==> src/verilog/rename_pkg.sv <==
package rename_pkg;

    // ----------------------------------------
    // Widths and sizes
    // ----------------------------------------
    parameter int XLEN    = 32;  // Data word
    parameter int REG_NUM = 32;  // Architectural registers
    parameter int REG_W   = 5;   // Register name
    parameter int TAG_W   = 4;   // Rename tag, zero means value ready

    // ----------------------------------------
    // Opcodes and control states
    // ----------------------------------------
    typedef enum logic [2:0] {
        OP_ALU    = 3'd0,
        OP_LOAD   = 3'd1,
        OP_STORE  = 3'd2,  // No destination
        OP_BRANCH = 3'd3,  // No destination
        OP_JUMP   = 3'd4   // Link register write
    } op_t;

    typedef enum logic [1:0] {
        ST_RESET = 2'd0,
        ST_RUN   = 2'd1,
        ST_FLUSH = 2'd2
    } ctrl_state_t;

    // True when the instruction writes an architectural register
    function automatic logic writes_rd(op_t op, logic [REG_W-1:0] rd);
        logic no_dest;
        no_dest = (op == OP_STORE) || (op == OP_BRANCH);
        return !no_dest && (rd != '0);
    endfunction

endpackage

==> src/verilog/issue_ctrl.sv <==
`timescale 1ns/1ps

module issue_ctrl #(
    parameter int ROB_DEPTH = 8
) (
    input  logic                     clk,
    input  logic                     rst,
    input  logic                     flush,
    input  logic                     in_valid,
    input  logic                     rob_full,
    input  logic                     dp_load_ok,
    output logic                     accept,
    output rename_pkg::ctrl_state_t  state
);

    rename_pkg::ctrl_state_t state_next;
    logic                    run_ok;

    // Tags 1..ROB_DEPTH must fit the tag field, zero is reserved
    if (ROB_DEPTH < 2 || ROB_DEPTH >= (1 << rename_pkg::TAG_W)) begin : g_depth_check
        $error("ROB_DEPTH does not fit the rename tag width");
    end

    // ----------------------------------------
    // State machine
    // ----------------------------------------
    always_comb begin
        state_next = state;
        case (state)
            rename_pkg::ST_RESET: state_next = rename_pkg::ST_RUN;
            rename_pkg::ST_RUN:   state_next = rename_pkg::ST_RUN;
            rename_pkg::ST_FLUSH: state_next = rename_pkg::ST_RUN;  // One cycle only
            default:              state_next = rename_pkg::ST_RESET;
        endcase
        if (flush) begin
            state_next = rename_pkg::ST_FLUSH;  // Flush wins from any state
        end
    end

    always_ff @(posedge clk) begin
        if (rst) begin
            state <= rename_pkg::ST_RESET;
        end else begin
            state <= state_next;
        end
    end

    // ----------------------------------------
    // Accept decision
    // ----------------------------------------
    // A flush pulse also blocks the accept, the instruction would be lost
    // in the same edge that empties the ROB
    assign run_ok = (state == rename_pkg::ST_RUN) && !flush;
    assign accept = in_valid && !rob_full && dp_load_ok && run_ok;

endmodule

==> src/verilog/reg_rename_file.sv <==
`timescale 1ns/1ps

module reg_rename_file (
    input  logic                          clk,
    input  logic                          rst,
    input  logic                          flush,

    // Operand lookup and rename
    input  logic [rename_pkg::REG_W-1:0]  rs1,
    input  logic [rename_pkg::REG_W-1:0]  rs2,
    input  logic [rename_pkg::REG_W-1:0]  rd,
    input  rename_pkg::op_t               op,
    input  logic                          rename_en,
    input  logic [rename_pkg::TAG_W-1:0]  rename_tag,
    output logic [rename_pkg::TAG_W-1:0]  rs1_tag,
    output logic [rename_pkg::TAG_W-1:0]  rs2_tag,
    output logic [rename_pkg::XLEN-1:0]   rs1_value,
    output logic [rename_pkg::XLEN-1:0]   rs2_value,

    // Retirement write-back
    input  logic                          ret_valid,
    input  logic                          ret_has_rd,
    input  logic [rename_pkg::REG_W-1:0]  ret_rd,
    input  logic [rename_pkg::TAG_W-1:0]  ret_tag,
    input  logic [rename_pkg::XLEN-1:0]   ret_value
);

    logic [rename_pkg::XLEN-1:0]  data_q [rename_pkg::REG_NUM];
    logic [rename_pkg::TAG_W-1:0] tag_q  [rename_pkg::REG_NUM];

    logic ret_write;
    logic rs1_hit;
    logic rs2_hit;
    logic do_rename;

    assign ret_write = ret_valid && ret_has_rd && (ret_rd != '0);
    assign do_rename = rename_en && rename_pkg::writes_rd(op, rd);

    // ----------------------------------------
    // Lookup with commit bypass
    // ----------------------------------------
    // Bypass only when the retiring tag still owns the register
    assign rs1_hit = ret_write && (ret_rd == rs1) && (ret_tag == tag_q[rs1]);
    assign rs2_hit = ret_write && (ret_rd == rs2) && (ret_tag == tag_q[rs2]);

    assign rs1_tag   = rs1_hit ? '0 : tag_q[rs1];
    assign rs2_tag   = rs2_hit ? '0 : tag_q[rs2];
    assign rs1_value = rs1_hit ? ret_value : data_q[rs1];
    assign rs2_value = rs2_hit ? ret_value : data_q[rs2];

    // ----------------------------------------
    // Data array
    // ----------------------------------------
    always_ff @(posedge clk) begin
        if (rst) begin
            for (int i = 0; i < rename_pkg::REG_NUM; i++) begin
                data_q[i] <= '0;  // x0 reads zero from here on
            end
        end else if (ret_write) begin
            data_q[ret_rd] <= ret_value;  // Kept across flush
        end
    end

    // ----------------------------------------
    // Tag array
    // ----------------------------------------
    always_ff @(posedge clk) begin
        if (rst || flush) begin
            for (int i = 0; i < rename_pkg::REG_NUM; i++) begin
                tag_q[i] <= '0;
            end
        end else begin
            if (ret_write && (tag_q[ret_rd] == ret_tag)) begin
                tag_q[ret_rd] <= '0;  // Owner retired
            end
            if (do_rename) begin
                tag_q[rd] <= rename_tag;  // Younger owner wins
            end
        end
    end

endmodule

==> src/verilog/reorder_buffer.sv <==
`timescale 1ns/1ps

module reorder_buffer #(
    parameter int ROB_DEPTH = 8
) (
    input  logic                          clk,
    input  logic                          rst,
    input  logic                          flush,

    // Allocation
    input  logic                          alloc,
    input  logic [rename_pkg::REG_W-1:0]  alloc_rd,
    input  rename_pkg::op_t               alloc_op,
    output logic [rename_pkg::TAG_W-1:0]  alloc_tag,
    output logic                          full,

    // Completion
    input  logic                          cpl_valid,
    input  logic [rename_pkg::TAG_W-1:0]  cpl_tag,
    input  logic [rename_pkg::XLEN-1:0]   cpl_value,

    // Retirement
    output logic                          ret_valid,
    output logic                          ret_has_rd,
    output logic [rename_pkg::REG_W-1:0]  ret_rd,
    output logic [rename_pkg::TAG_W-1:0]  ret_tag,
    output logic [rename_pkg::XLEN-1:0]   ret_value
);

    localparam int PTR_W = (ROB_DEPTH > 1) ? $clog2(ROB_DEPTH) : 1;
    localparam int CNT_W = $clog2(ROB_DEPTH + 1);

    localparam logic [PTR_W-1:0]            PTR_LAST = PTR_W'(ROB_DEPTH - 1);
    localparam logic [PTR_W-1:0]            PTR_ONE  = PTR_W'(1);
    localparam logic [CNT_W-1:0]            CNT_ONE  = CNT_W'(1);
    localparam logic [CNT_W-1:0]            CNT_FULL = CNT_W'(ROB_DEPTH);
    localparam logic [rename_pkg::TAG_W-1:0] TAG_ONE = rename_pkg::TAG_W'(1);

    // Entry storage
    logic [rename_pkg::REG_W-1:0] rd_q     [ROB_DEPTH];
    logic                         has_rd_q [ROB_DEPTH];
    logic [rename_pkg::XLEN-1:0]  value_q  [ROB_DEPTH];
    logic [ROB_DEPTH-1:0]         done_q;

    logic [PTR_W-1:0]             head_q;
    logic [PTR_W-1:0]             tail_q;
    logic [CNT_W-1:0]             count_q;
    logic [rename_pkg::TAG_W-1:0] cpl_slot_tag;
    logic [PTR_W-1:0]             cpl_slot;

    function automatic logic [PTR_W-1:0] ptr_inc(logic [PTR_W-1:0] ptr);
        return (ptr == PTR_LAST) ? '0 : ptr + PTR_ONE;
    endfunction

    function automatic logic [rename_pkg::TAG_W-1:0] slot_tag(logic [PTR_W-1:0] ptr);
        logic [rename_pkg::TAG_W-1:0] t;
        t = '0;
        t[PTR_W-1:0] = ptr;
        return t + TAG_ONE;  // Tag k names slot k-1
    endfunction

    assign alloc_tag    = slot_tag(tail_q);
    assign full         = (count_q == CNT_FULL);
    assign cpl_slot_tag = cpl_tag - TAG_ONE;
    assign cpl_slot     = cpl_slot_tag[PTR_W-1:0];

    // ----------------------------------------
    // Head entry retires once done
    // ----------------------------------------
    assign ret_valid  = (count_q != '0) && done_q[head_q];
    assign ret_has_rd = has_rd_q[head_q];
    assign ret_rd     = rd_q[head_q];
    assign ret_tag    = slot_tag(head_q);
    assign ret_value  = value_q[head_q];

    // Entry payload, written on alloc and completion
    always_ff @(posedge clk) begin
        if (alloc) begin
            rd_q[tail_q]     <= alloc_rd;
            has_rd_q[tail_q] <= rename_pkg::writes_rd(alloc_op, alloc_rd);
        end
        if (cpl_valid) begin
            value_q[cpl_slot] <= cpl_value;
        end
    end

    // Pointers, count and done flags
    always_ff @(posedge clk) begin
        if (rst || flush) begin
            head_q  <= '0;
            tail_q  <= '0;
            count_q <= '0;
            done_q  <= '0;
        end else begin
            if (cpl_valid) begin
                done_q[cpl_slot] <= 1'b1;  // Any order
            end
            if (alloc) begin
                done_q[tail_q] <= 1'b0;
                tail_q         <= ptr_inc(tail_q);
            end
            if (ret_valid) begin
                head_q <= ptr_inc(head_q);
            end
            case ({alloc, ret_valid})
                2'b10:   count_q <= count_q + CNT_ONE;
                2'b01:   count_q <= count_q - CNT_ONE;
                default: count_q <= count_q;
            endcase
        end
    end

endmodule

==> src/verilog/dispatch_reg.sv <==
`timescale 1ns/1ps

module dispatch_reg (
    input  logic                          clk,
    input  logic                          rst,
    input  logic                          flush,
    input  logic                          load,
    output logic                          load_ok,

    input  rename_pkg::op_t               op,
    input  logic [rename_pkg::REG_W-1:0]  rd,
    input  logic [rename_pkg::TAG_W-1:0]  tag,
    input  logic [rename_pkg::TAG_W-1:0]  rs1_tag,
    input  logic [rename_pkg::XLEN-1:0]   rs1_value,
    input  logic [rename_pkg::TAG_W-1:0]  rs2_tag,
    input  logic [rename_pkg::XLEN-1:0]   rs2_value,
    input  logic [rename_pkg::XLEN-1:0]   imm,
    input  logic [rename_pkg::XLEN-1:0]   pc,

    output rename_pkg::op_t               dp_op,
    output logic [rename_pkg::REG_W-1:0]  dp_rd,
    output logic [rename_pkg::TAG_W-1:0]  dp_tag,
    output logic [rename_pkg::TAG_W-1:0]  dp_rs1_tag,
    output logic [rename_pkg::XLEN-1:0]   dp_rs1_value,
    output logic [rename_pkg::TAG_W-1:0]  dp_rs2_tag,
    output logic [rename_pkg::XLEN-1:0]   dp_rs2_value,
    output logic [rename_pkg::XLEN-1:0]   dp_imm,
    output logic [rename_pkg::XLEN-1:0]   dp_pc,
    output logic                          dp_valid,
    input  logic                          dp_ready
);

    assign load_ok = !dp_valid || dp_ready;  // Empty or draining this cycle

    always_ff @(posedge clk) begin
        if (rst || flush) begin
            dp_valid <= 1'b0;
        end else if (load) begin
            dp_valid <= 1'b1;
        end else if (dp_ready) begin
            dp_valid <= 1'b0;
        end
    end

    // Payload holds until the next load
    always_ff @(posedge clk) begin
        if (load) begin
            dp_op        <= op;
            dp_rd        <= rd;
            dp_tag       <= tag;
            dp_rs1_tag   <= rs1_tag;
            dp_rs1_value <= rs1_value;
            dp_rs2_tag   <= rs2_tag;
            dp_rs2_value <= rs2_value;
            dp_imm       <= imm;
            dp_pc        <= pc;
        end
    end

endmodule

==> src/verilog/rename_commit_top.sv <==
`timescale 1ns/1ps

module rename_commit_top #(
    parameter int ROB_DEPTH = 8
) (
    input  logic                          clk,
    input  logic                          rst,
    input  logic                          flush,

    // Instruction stream
    input  logic                          in_valid,
    input  rename_pkg::op_t               in_op,
    input  logic [rename_pkg::REG_W-1:0]  in_rd,
    input  logic [rename_pkg::REG_W-1:0]  in_rs1,
    input  logic [rename_pkg::REG_W-1:0]  in_rs2,
    input  logic [rename_pkg::XLEN-1:0]   in_imm,
    input  logic [rename_pkg::XLEN-1:0]   in_pc,
    output logic                          in_ready,

    // Dispatch stream
    output logic                          dp_valid,
    output rename_pkg::op_t               dp_op,
    output logic [rename_pkg::REG_W-1:0]  dp_rd,
    output logic [rename_pkg::TAG_W-1:0]  dp_tag,
    output logic [rename_pkg::TAG_W-1:0]  dp_rs1_tag,
    output logic [rename_pkg::XLEN-1:0]   dp_rs1_value,
    output logic [rename_pkg::TAG_W-1:0]  dp_rs2_tag,
    output logic [rename_pkg::XLEN-1:0]   dp_rs2_value,
    output logic [rename_pkg::XLEN-1:0]   dp_imm,
    output logic [rename_pkg::XLEN-1:0]   dp_pc,
    input  logic                          dp_ready,

    // Completion
    input  logic                          cpl_valid,
    input  logic [rename_pkg::TAG_W-1:0]  cpl_tag,
    input  logic [rename_pkg::XLEN-1:0]   cpl_value,

    // Commit
    output logic                          cm_valid,
    output logic [rename_pkg::REG_W-1:0]  cm_rd,
    output logic [rename_pkg::XLEN-1:0]   cm_value
);

    logic                         accept;
    logic                         rob_full;
    logic                         dp_load_ok;
    logic [rename_pkg::TAG_W-1:0] alloc_tag;
    logic [rename_pkg::TAG_W-1:0] rs1_tag;
    logic [rename_pkg::TAG_W-1:0] rs2_tag;
    logic [rename_pkg::XLEN-1:0]  rs1_value;
    logic [rename_pkg::XLEN-1:0]  rs2_value;
    logic                         ret_valid;
    logic                         ret_has_rd;
    logic [rename_pkg::REG_W-1:0] ret_rd;
    logic [rename_pkg::TAG_W-1:0] ret_tag;
    logic [rename_pkg::XLEN-1:0]  ret_value;

    assign in_ready = accept;
    assign cm_valid = ret_valid && ret_has_rd;  // Only register writers pulse
    assign cm_rd    = ret_rd;
    assign cm_value = ret_value;

    issue_ctrl #(.ROB_DEPTH(ROB_DEPTH)) issue_ctrl_i (
        .clk(clk), .rst(rst), .flush(flush), .in_valid(in_valid),
        .rob_full(rob_full), .dp_load_ok(dp_load_ok), .accept(accept),
        .state()
    );

    reg_rename_file reg_rename_file_i (
        .clk(clk), .rst(rst), .flush(flush),
        .rs1(in_rs1), .rs2(in_rs2), .rd(in_rd), .op(in_op),
        .rename_en(accept), .rename_tag(alloc_tag),
        .rs1_tag(rs1_tag), .rs2_tag(rs2_tag),
        .rs1_value(rs1_value), .rs2_value(rs2_value),
        .ret_valid(ret_valid), .ret_has_rd(ret_has_rd), .ret_rd(ret_rd),
        .ret_tag(ret_tag), .ret_value(ret_value)
    );

    reorder_buffer #(.ROB_DEPTH(ROB_DEPTH)) reorder_buffer_i (
        .clk(clk), .rst(rst), .flush(flush),
        .alloc(accept), .alloc_rd(in_rd), .alloc_op(in_op),
        .alloc_tag(alloc_tag), .full(rob_full),
        .cpl_valid(cpl_valid), .cpl_tag(cpl_tag), .cpl_value(cpl_value),
        .ret_valid(ret_valid), .ret_has_rd(ret_has_rd), .ret_rd(ret_rd),
        .ret_tag(ret_tag), .ret_value(ret_value)
    );

    dispatch_reg dispatch_reg_i (
        .clk(clk), .rst(rst), .flush(flush), .load(accept), .load_ok(dp_load_ok),
        .op(in_op), .rd(in_rd), .tag(alloc_tag),
        .rs1_tag(rs1_tag), .rs1_value(rs1_value),
        .rs2_tag(rs2_tag), .rs2_value(rs2_value),
        .imm(in_imm), .pc(in_pc),
        .dp_op(dp_op), .dp_rd(dp_rd), .dp_tag(dp_tag),
        .dp_rs1_tag(dp_rs1_tag), .dp_rs1_value(dp_rs1_value),
        .dp_rs2_tag(dp_rs2_tag), .dp_rs2_value(dp_rs2_value),
        .dp_imm(dp_imm), .dp_pc(dp_pc),
        .dp_valid(dp_valid), .dp_ready(dp_ready)
    );

endmodule

==> config.mk <==
export PLATFORM = sky130hd
export DESIGN_NAME = rename_commit_top
export DESIGN_NICKNAME = d
export VERILOG_FILES = /design/src/verilog/rename_pkg.sv /design/src/verilog/issue_ctrl.sv /design/src/verilog/reg_rename_file.sv /design/src/verilog/reorder_buffer.sv /design/src/verilog/dispatch_reg.sv /design/src/verilog/rename_commit_top.sv
export SDC_FILE = /design/constraint.sdc
export NUM_CORES = 2
export LEC_CHECK = 0
export BUFFER_PORTS_ARGS = -buffer_cell sky130_fd_sc_hd__clkbuf_2
export CAP_MARGIN = 0
export CORE_MARGIN = 2
export CORE_UTILIZATION = 25
export DETAILED_ROUTE_END_ITERATION = 8
export PLACE_DENSITY = 0.37
export SLEW_MARGIN = 15
export SYNTH_ARGS = -nofsm -noshare
export SYNTH_HDL_FRONTEND = slang
export SYNTH_HIERARCHICAL = 1
export SYNTH_SLANG_ARGS = --single-unit
==> constraint.sdc <==
create_clock -name clk -period 13.2 [get_ports clk]
set_input_delay 2.64 -clock clk [delete_from_list [all_inputs] [get_ports clk]]
set_output_delay 2.64 -clock clk [all_outputs]
set_load 0.02 [all_outputs]
### Word-level counts from Yosys, hierarchy flattened

Memory sizes are Yosys's and may differ from the RTL's. A register that Yosys moved wholly into a read port is not among the register bits.
Cells that the tools add are included.

* register bits: 169
* memory bits (writable): 1456
* bits of input ports: 124
* output and inout bits: 188
* word-level logic and storage cells: 134
* memories kept: 5

Memories
* reg_rename_file_i.data_q: depth 32, width 32, rd ports 2, clocked after memory_dff 0, wr ports 32, RTL line reg_rename_file.sv:28 `logic [rename_pkg::XLEN-1:0] data_q [rename_pkg::REG_NUM];`
* reorder_buffer_i.value_q: depth 8, width 32, rd ports 1, clocked after memory_dff 1, wr ports 1, RTL line reorder_buffer.sv:42 `logic [rename_pkg::XLEN-1:0] value_q [ROB_DEPTH];`
* reg_rename_file_i.tag_q: depth 32, width 4, rd ports 3, clocked after memory_dff 0, wr ports 32, RTL line reg_rename_file.sv:29 `logic [rename_pkg::TAG_W-1:0] tag_q [rename_pkg::REG_NUM];`
* reorder_buffer_i.rd_q: depth 8, width 5, rd ports 1, clocked after memory_dff 1, wr ports 1, RTL line reorder_buffer.sv:40 `logic [rename_pkg::REG_W-1:0] rd_q [ROB_DEPTH];`
* reorder_buffer_i.has_rd_q: depth 8, width 1, rd ports 1, clocked after memory_dff 1, wr ports 1, RTL line reorder_buffer.sv:41 `logic has_rd_q [ROB_DEPTH];`

* $add $sub $neg: 7
* magnitude comparators: 5
* equal/unequal tests: 14
* mux-type cells: 50
* bitwise operators: 3
* reduce and logical (&&, ||, !) cells: 34

Operators by type and width (number)
* 32-bit 2-to-1 mux: 3
* 32-bit OR reduction: 1
* 1-bit 2-to-1 mux: 26
* 3-bit 2-to-1 mux: 8
* 8-bit 2-to-1 mux: 3
* 1-bit logical AND: 16
* 5-bit 2-to-1 mux: 3
* 4-bit equality test: 3
* 3-bit by 4-bit < comparator with 1-bit output (second input constant): 3
* 5-bit equality test: 2
* 5-bit nonzero test: 2
* 3-bit by 1-bit adder with 4-bit output (second input constant): 2
* 8-bit bitwise AND: 1
* 4-bit 2-to-1 mux: 2
* 8-bit NOT: 1
* 8-bit bitwise OR: 1
* 4-bit one-hot mux with 2 select lines: 1
* 4-bit OR reduction: 2
* 3-bit by 1-bit adder with 3-bit output (second input constant): 2
* 1-bit demux with 3-bit select: 2
* 3-bit by 2-bit equality test with 1-bit output (second input constant): 2
* 3-bit equality test (second input constant): 2
* 3-bit by 1-bit greater-or-equal comparator with 1-bit output (second input constant): 2
* 4-bit by 1-bit adder with 4-bit output (second input constant): 1
* other kinds (14): 22

### Depth between registers and ports, before layout

* word-level depth: 11
* depth in mapped cells: 15
* depth with buffers taken out: 11

### Modules after synthesis

Netlist, hierarchy kept.

Modules (own cells, without submodules)
* reg_rename_file: instances 1, cells an instance 3920, area each 63545.9 um^2, seq. area each 34593.2 um^2
* reorder_buffer: instances 1, cells an instance 572, area each 12487.0 um^2, seq. area each 9549.2 um^2
* dispatch_reg: instances 1, cells an instance 152, area each 4494.3 um^2, seq. area each 4464.3 um^2
* issue_ctrl: instances 1, cells an instance 6, area each 77.6 um^2, seq. area each 40.0 um^2
* rename_commit_top: instances 1, cells an instance 1, area each 6.3 um^2, seq. area each 0.0 um^2

### Least setup slack after synthesis

Ideal clock, no wire load.

* kind: input-to-output
* from: input port dp_ready
* to: output port in_ready
* arrival: 9.027 ns
* required time: 10.560 ns
* slack: 1.533 ns
* stages on the path: 3
* buffers on the path: 0
* path through: nand2b_4 -> nand4bb_1 -> nor3b_2

* word-level cells in the longest chain between the ends: 3

RTL lines
* from (decl): RTL line rename_commit_top.sv:31 `input logic dp_ready,`
* 1-bit logical OR: RTL line dispatch_reg.sv:33 `assign load_ok = !dp_valid || dp_ready;`
* 1-bit logical AND (2 in series): RTL line issue_ctrl.sv:54 `assign accept = in_valid && !rob_full && dp_load_ok && run_ok;`
* to (decl): RTL line rename_commit_top.sv:18 `output logic in_ready,`

No other way between the ends.

==> results.yml <==
detailed_routing:
  postRouteAntennaNets: 0
  route.vias.total: 45800
  first_pass_iters: 6
  drc_errors: 0
  drtIter0Drc: 4593
  vias_per_cell: 4.88
  wirelength_mm: 313
  wl_per_cell_um: 33.4
final_layout:
  drive_gt1_share_pct: 34.7
  syn_to_final_growth_pct: 16.1
  fillers: 31600
  post-route-util_pct: 29.2
  final_area_um2: 93600
  nNetsFinal: 5024
pwr:
  finalPower_uw: 12400
  p_leak_uw: 0.0318
  power.density_nw_per_um2: 132
  ir_worst_vdd_mv: 0.0985
cts:
  clock_path_buffers: 4
  cts_resized: 0
  post-cts-setup-buffers: 0
  clkTransAtPathRegs_ns: 0.06
  clk_latency_ns: 0.90
  cts_hold_buf: 0
  cts_made_buffers: 203
  htreeDepth: 4
  cts_tree: "yes"
  cts.sinks: 1628
  cts-root-buf: "clkbuf_16"
worst_setup_path:
  critPathKind: "reg -> out"
  slowest_stage: "buf_4"
  path_common_cell: "buf_4"
  cp_max_fo: 34
  worstPathRequired_ns: 10.56
  critPathMaxStageDelay_ns: 0.70
  cp-end-kind: "primary output"
  reg2reg_depth: 9
  crit_arrival_ns: 4.32
  startpoint_type: "flip-flop"
  crit_chain: "buf_4, buf_4, mux4_2, mux2_2, buf_4, clkbuf_2"
placed_design:
  io_buffers: 310
  hpwl_mm: 173
  dpl_cell_area_um2: 87400
  place.gp.congestion: 0.768
global_route:
  overflow: 0
  grt_max_degree: 89
  antenna_found_initial: 59
  grt_pass1_wl_mm: 425
  grt_pass1_vias: 48400
  grtUsageTotal_pct: 19.0
sta:
  relSlewSlack_pct: 13.5
  whs_ns: 0.451
  worstMarginPinSlew_ns: 1.28
  rsz0062_at_grt: "false"
  maxSlewViolCount: 0
  fin_crit_ns: 6.96
  skew_ns: 0.0469
  final.setup.tns_ns: 0
  fmax_ghz: 0.144
  setup_violations: 0
  min_period_over_period_pct: 52.7
  hold_viol: 0
outcome:
  outcome: "finished, final reports clean"
logic_synthesis:
  synth_edf_count: 1604
  synth-async-reset-ratio_pct: 0
  synthFlopType: "edfxtp_1"
  seq_area_frac_synth_pct: 60.3
  yosysUniqueCellTypes: 69
  yosysWarnings: 6
  ys_ff_latch: 1628
  syn_inst: 4651
  post_synth.cell_area_avg_um2: 17.3
  synth_area_um2: 80600
die:
  rows: 208
  die_h_um: 572
  initial_utilization_pct: 25.1
  dieArea_um2: 327000
  ioPinCount: 312
  core_area_um2: 321000
  die_width_um: 572
worst_hold_path:
  hold_path.class: "reg -> reg"
  hold_depth: 1
flow_run:
  maxCapViolCount: 0
cell families after synthesis:
group                      Yosys count  share of synthesized area, %
adders and majority gates            8                         0.124
AOI/OAI and AO/OA                   97                         0.897
buffers and inverters              456                          2.28
other                                1                       0.00465
and+or+nand+nor                   1431                          10.7
DFF                               1628                          60.3
muxes                             1006                          25.4
xor gates and xnor gates            24                         0.261
area by class of cell:
cell class | count | area [um^2] | share of cell area, %
diodes | 20 | 50.0 | 0.0535
multi-input cells | 2602 | 30600 | 32.7
flip-flops and latches | 1628 | 48700 | 52.0
repair buffers | 441 | 2660 | 2.84
clock buffers | 263 | 5330 | 5.69
well taps | 4305 | 5390 | 5.76
clock inverters | 99 | 818 | 0.874
inverters | 16 | 60.1 | 0.0642
final timing paths:
check	from	to	slack, ns
setup / recovery	flip-flop	cm_value[9]	6.24
hold / removal	issue_ctrl_i/state[0]$_SDFF_PP0_	issue_ctrl_i/state[0]$_SDFF_PP0_	0.45
setup reg to reg	flip-flop	reg_rename_file_i/data_q[17][2]$_SDFFCE_PN0P_	6.35
hold reg to reg	issue_ctrl_i/state[0]$_SDFF_PP0_	issue_ctrl_i/state[0]$_SDFF_PP0_	0.45
layout by cell type, fill, tap and decap left out, types with 8 or more instances in the layout:
master     instances
a22oi_1           16
and2_1          1119
buf_4            130
bufinv_16          9
clkbuf_1          59
clkbuf_16        204
clkbuf_2         299
clkinv_1          42
clkinv_2          31
conb_1            36
dfxtp_1           21
diode_2           20
edfxtp_1        1604
ha_1               8
inv_1             15
mux2_1             9
mux2_2           142
mux2_4            20
mux2i_1           27
mux4_1             9
mux4_2           799
nand2_1           26
nand2b_1          16
nand3_1           10
nand3b_1           9
nor2_1           111
nor2_4            32
nor2b_1            9
nor3_1            16
nor3_2             8
o31ai_1           31
or2_4             31
xnor2_1           13
xor2_1            11
synth_stat cells (all sizes together) (5+ instances only):
cell       n  share of area [%]
buf       92               0.58
and2    1119                8.7
nand2     26               0.12
or3        7              0.054
nor3b      5              0.053
dfxtp     24               0.60
mux2i     27               0.34
edfxtp  1604                 60
o21ai      9              0.056
clkbuf   348                1.6
xnor2     13               0.14
mux2     171                2.5
xor2      11               0.12
nor4       6              0.084
a22oi     16               0.15
nor2b      9              0.070
o31ai     31               0.29
nor2     143               0.67
a21oi      7              0.043
nand3     10              0.062
or2       34               0.26
nand4      6              0.047
nor3      25               0.16
nand2b    17               0.14
ha         8               0.12
nand3b     9              0.084
mux4     808                 23
inv       16              0.075
through the flow:
stage,cells,setup slack [ns]
after floorplan,4686,1.53
after global placement,8992,5.49
after detailed placement,8992,5.46
after CTS,9354,6.03
after global routing,9356,5.88
final,9374,6.24
worst max-delay path: cells and delay by family, from the launching register on:
| family | cells | cell delay, ns |
|---|---|---|
| DFF | 1 | 0.55 |
| buffers and inverters | 4 | 1.81 |
| muxes | 2 | 0.90 |
registers in the layout, indices dropped and copies added (netlist names), 2 cells and up, named ones only:
signal                       flops
issue_ctrl_i/state               2
dispatch_reg_i/dp_rd             5
reg_rename_file_i/data_q      1024
dispatch_reg_i/dp_op             3
reorder_buffer_i/has_rd_q        8
dispatch_reg_i/dp_rs1_value     32
dispatch_reg_i/dp_rs2_tag        4
reorder_buffer_i/count_q         4
dispatch_reg_i/dp_pc            32
reorder_buffer_i/rd_q           40
dispatch_reg_i/dp_rs2_value     32
dispatch_reg_i/dp_imm           32
reorder_buffer_i/tail_q          3
dispatch_reg_i/dp_rs1_tag        4
dispatch_reg_i/dp_tag            4
reorder_buffer_i/done_q          8
reorder_buffer_i/head_q          3
reorder_buffer_i/value_q       256
reg_rename_file_i/tag_q        128
layer usage:
metal  global-route usage (%)  vias up  share of wire [%]
li1                         -    18800                  -
met1                     26.3    25000                 44
met2                     31.3     1645                 48
met3                     2.93      344                6.3
met4                     4.15       16                2.1
met5                        0        -              0.031
where the power goes:
group          leakage [uW]  internal (uW)  total (uW)  switching [uW]
Combinational        0.0125            445        1080             635
Sequential           0.0163           5860        5940            79.9
Clock               0.00299           3010        5340            2330
(Power assumes the default switching activity.)
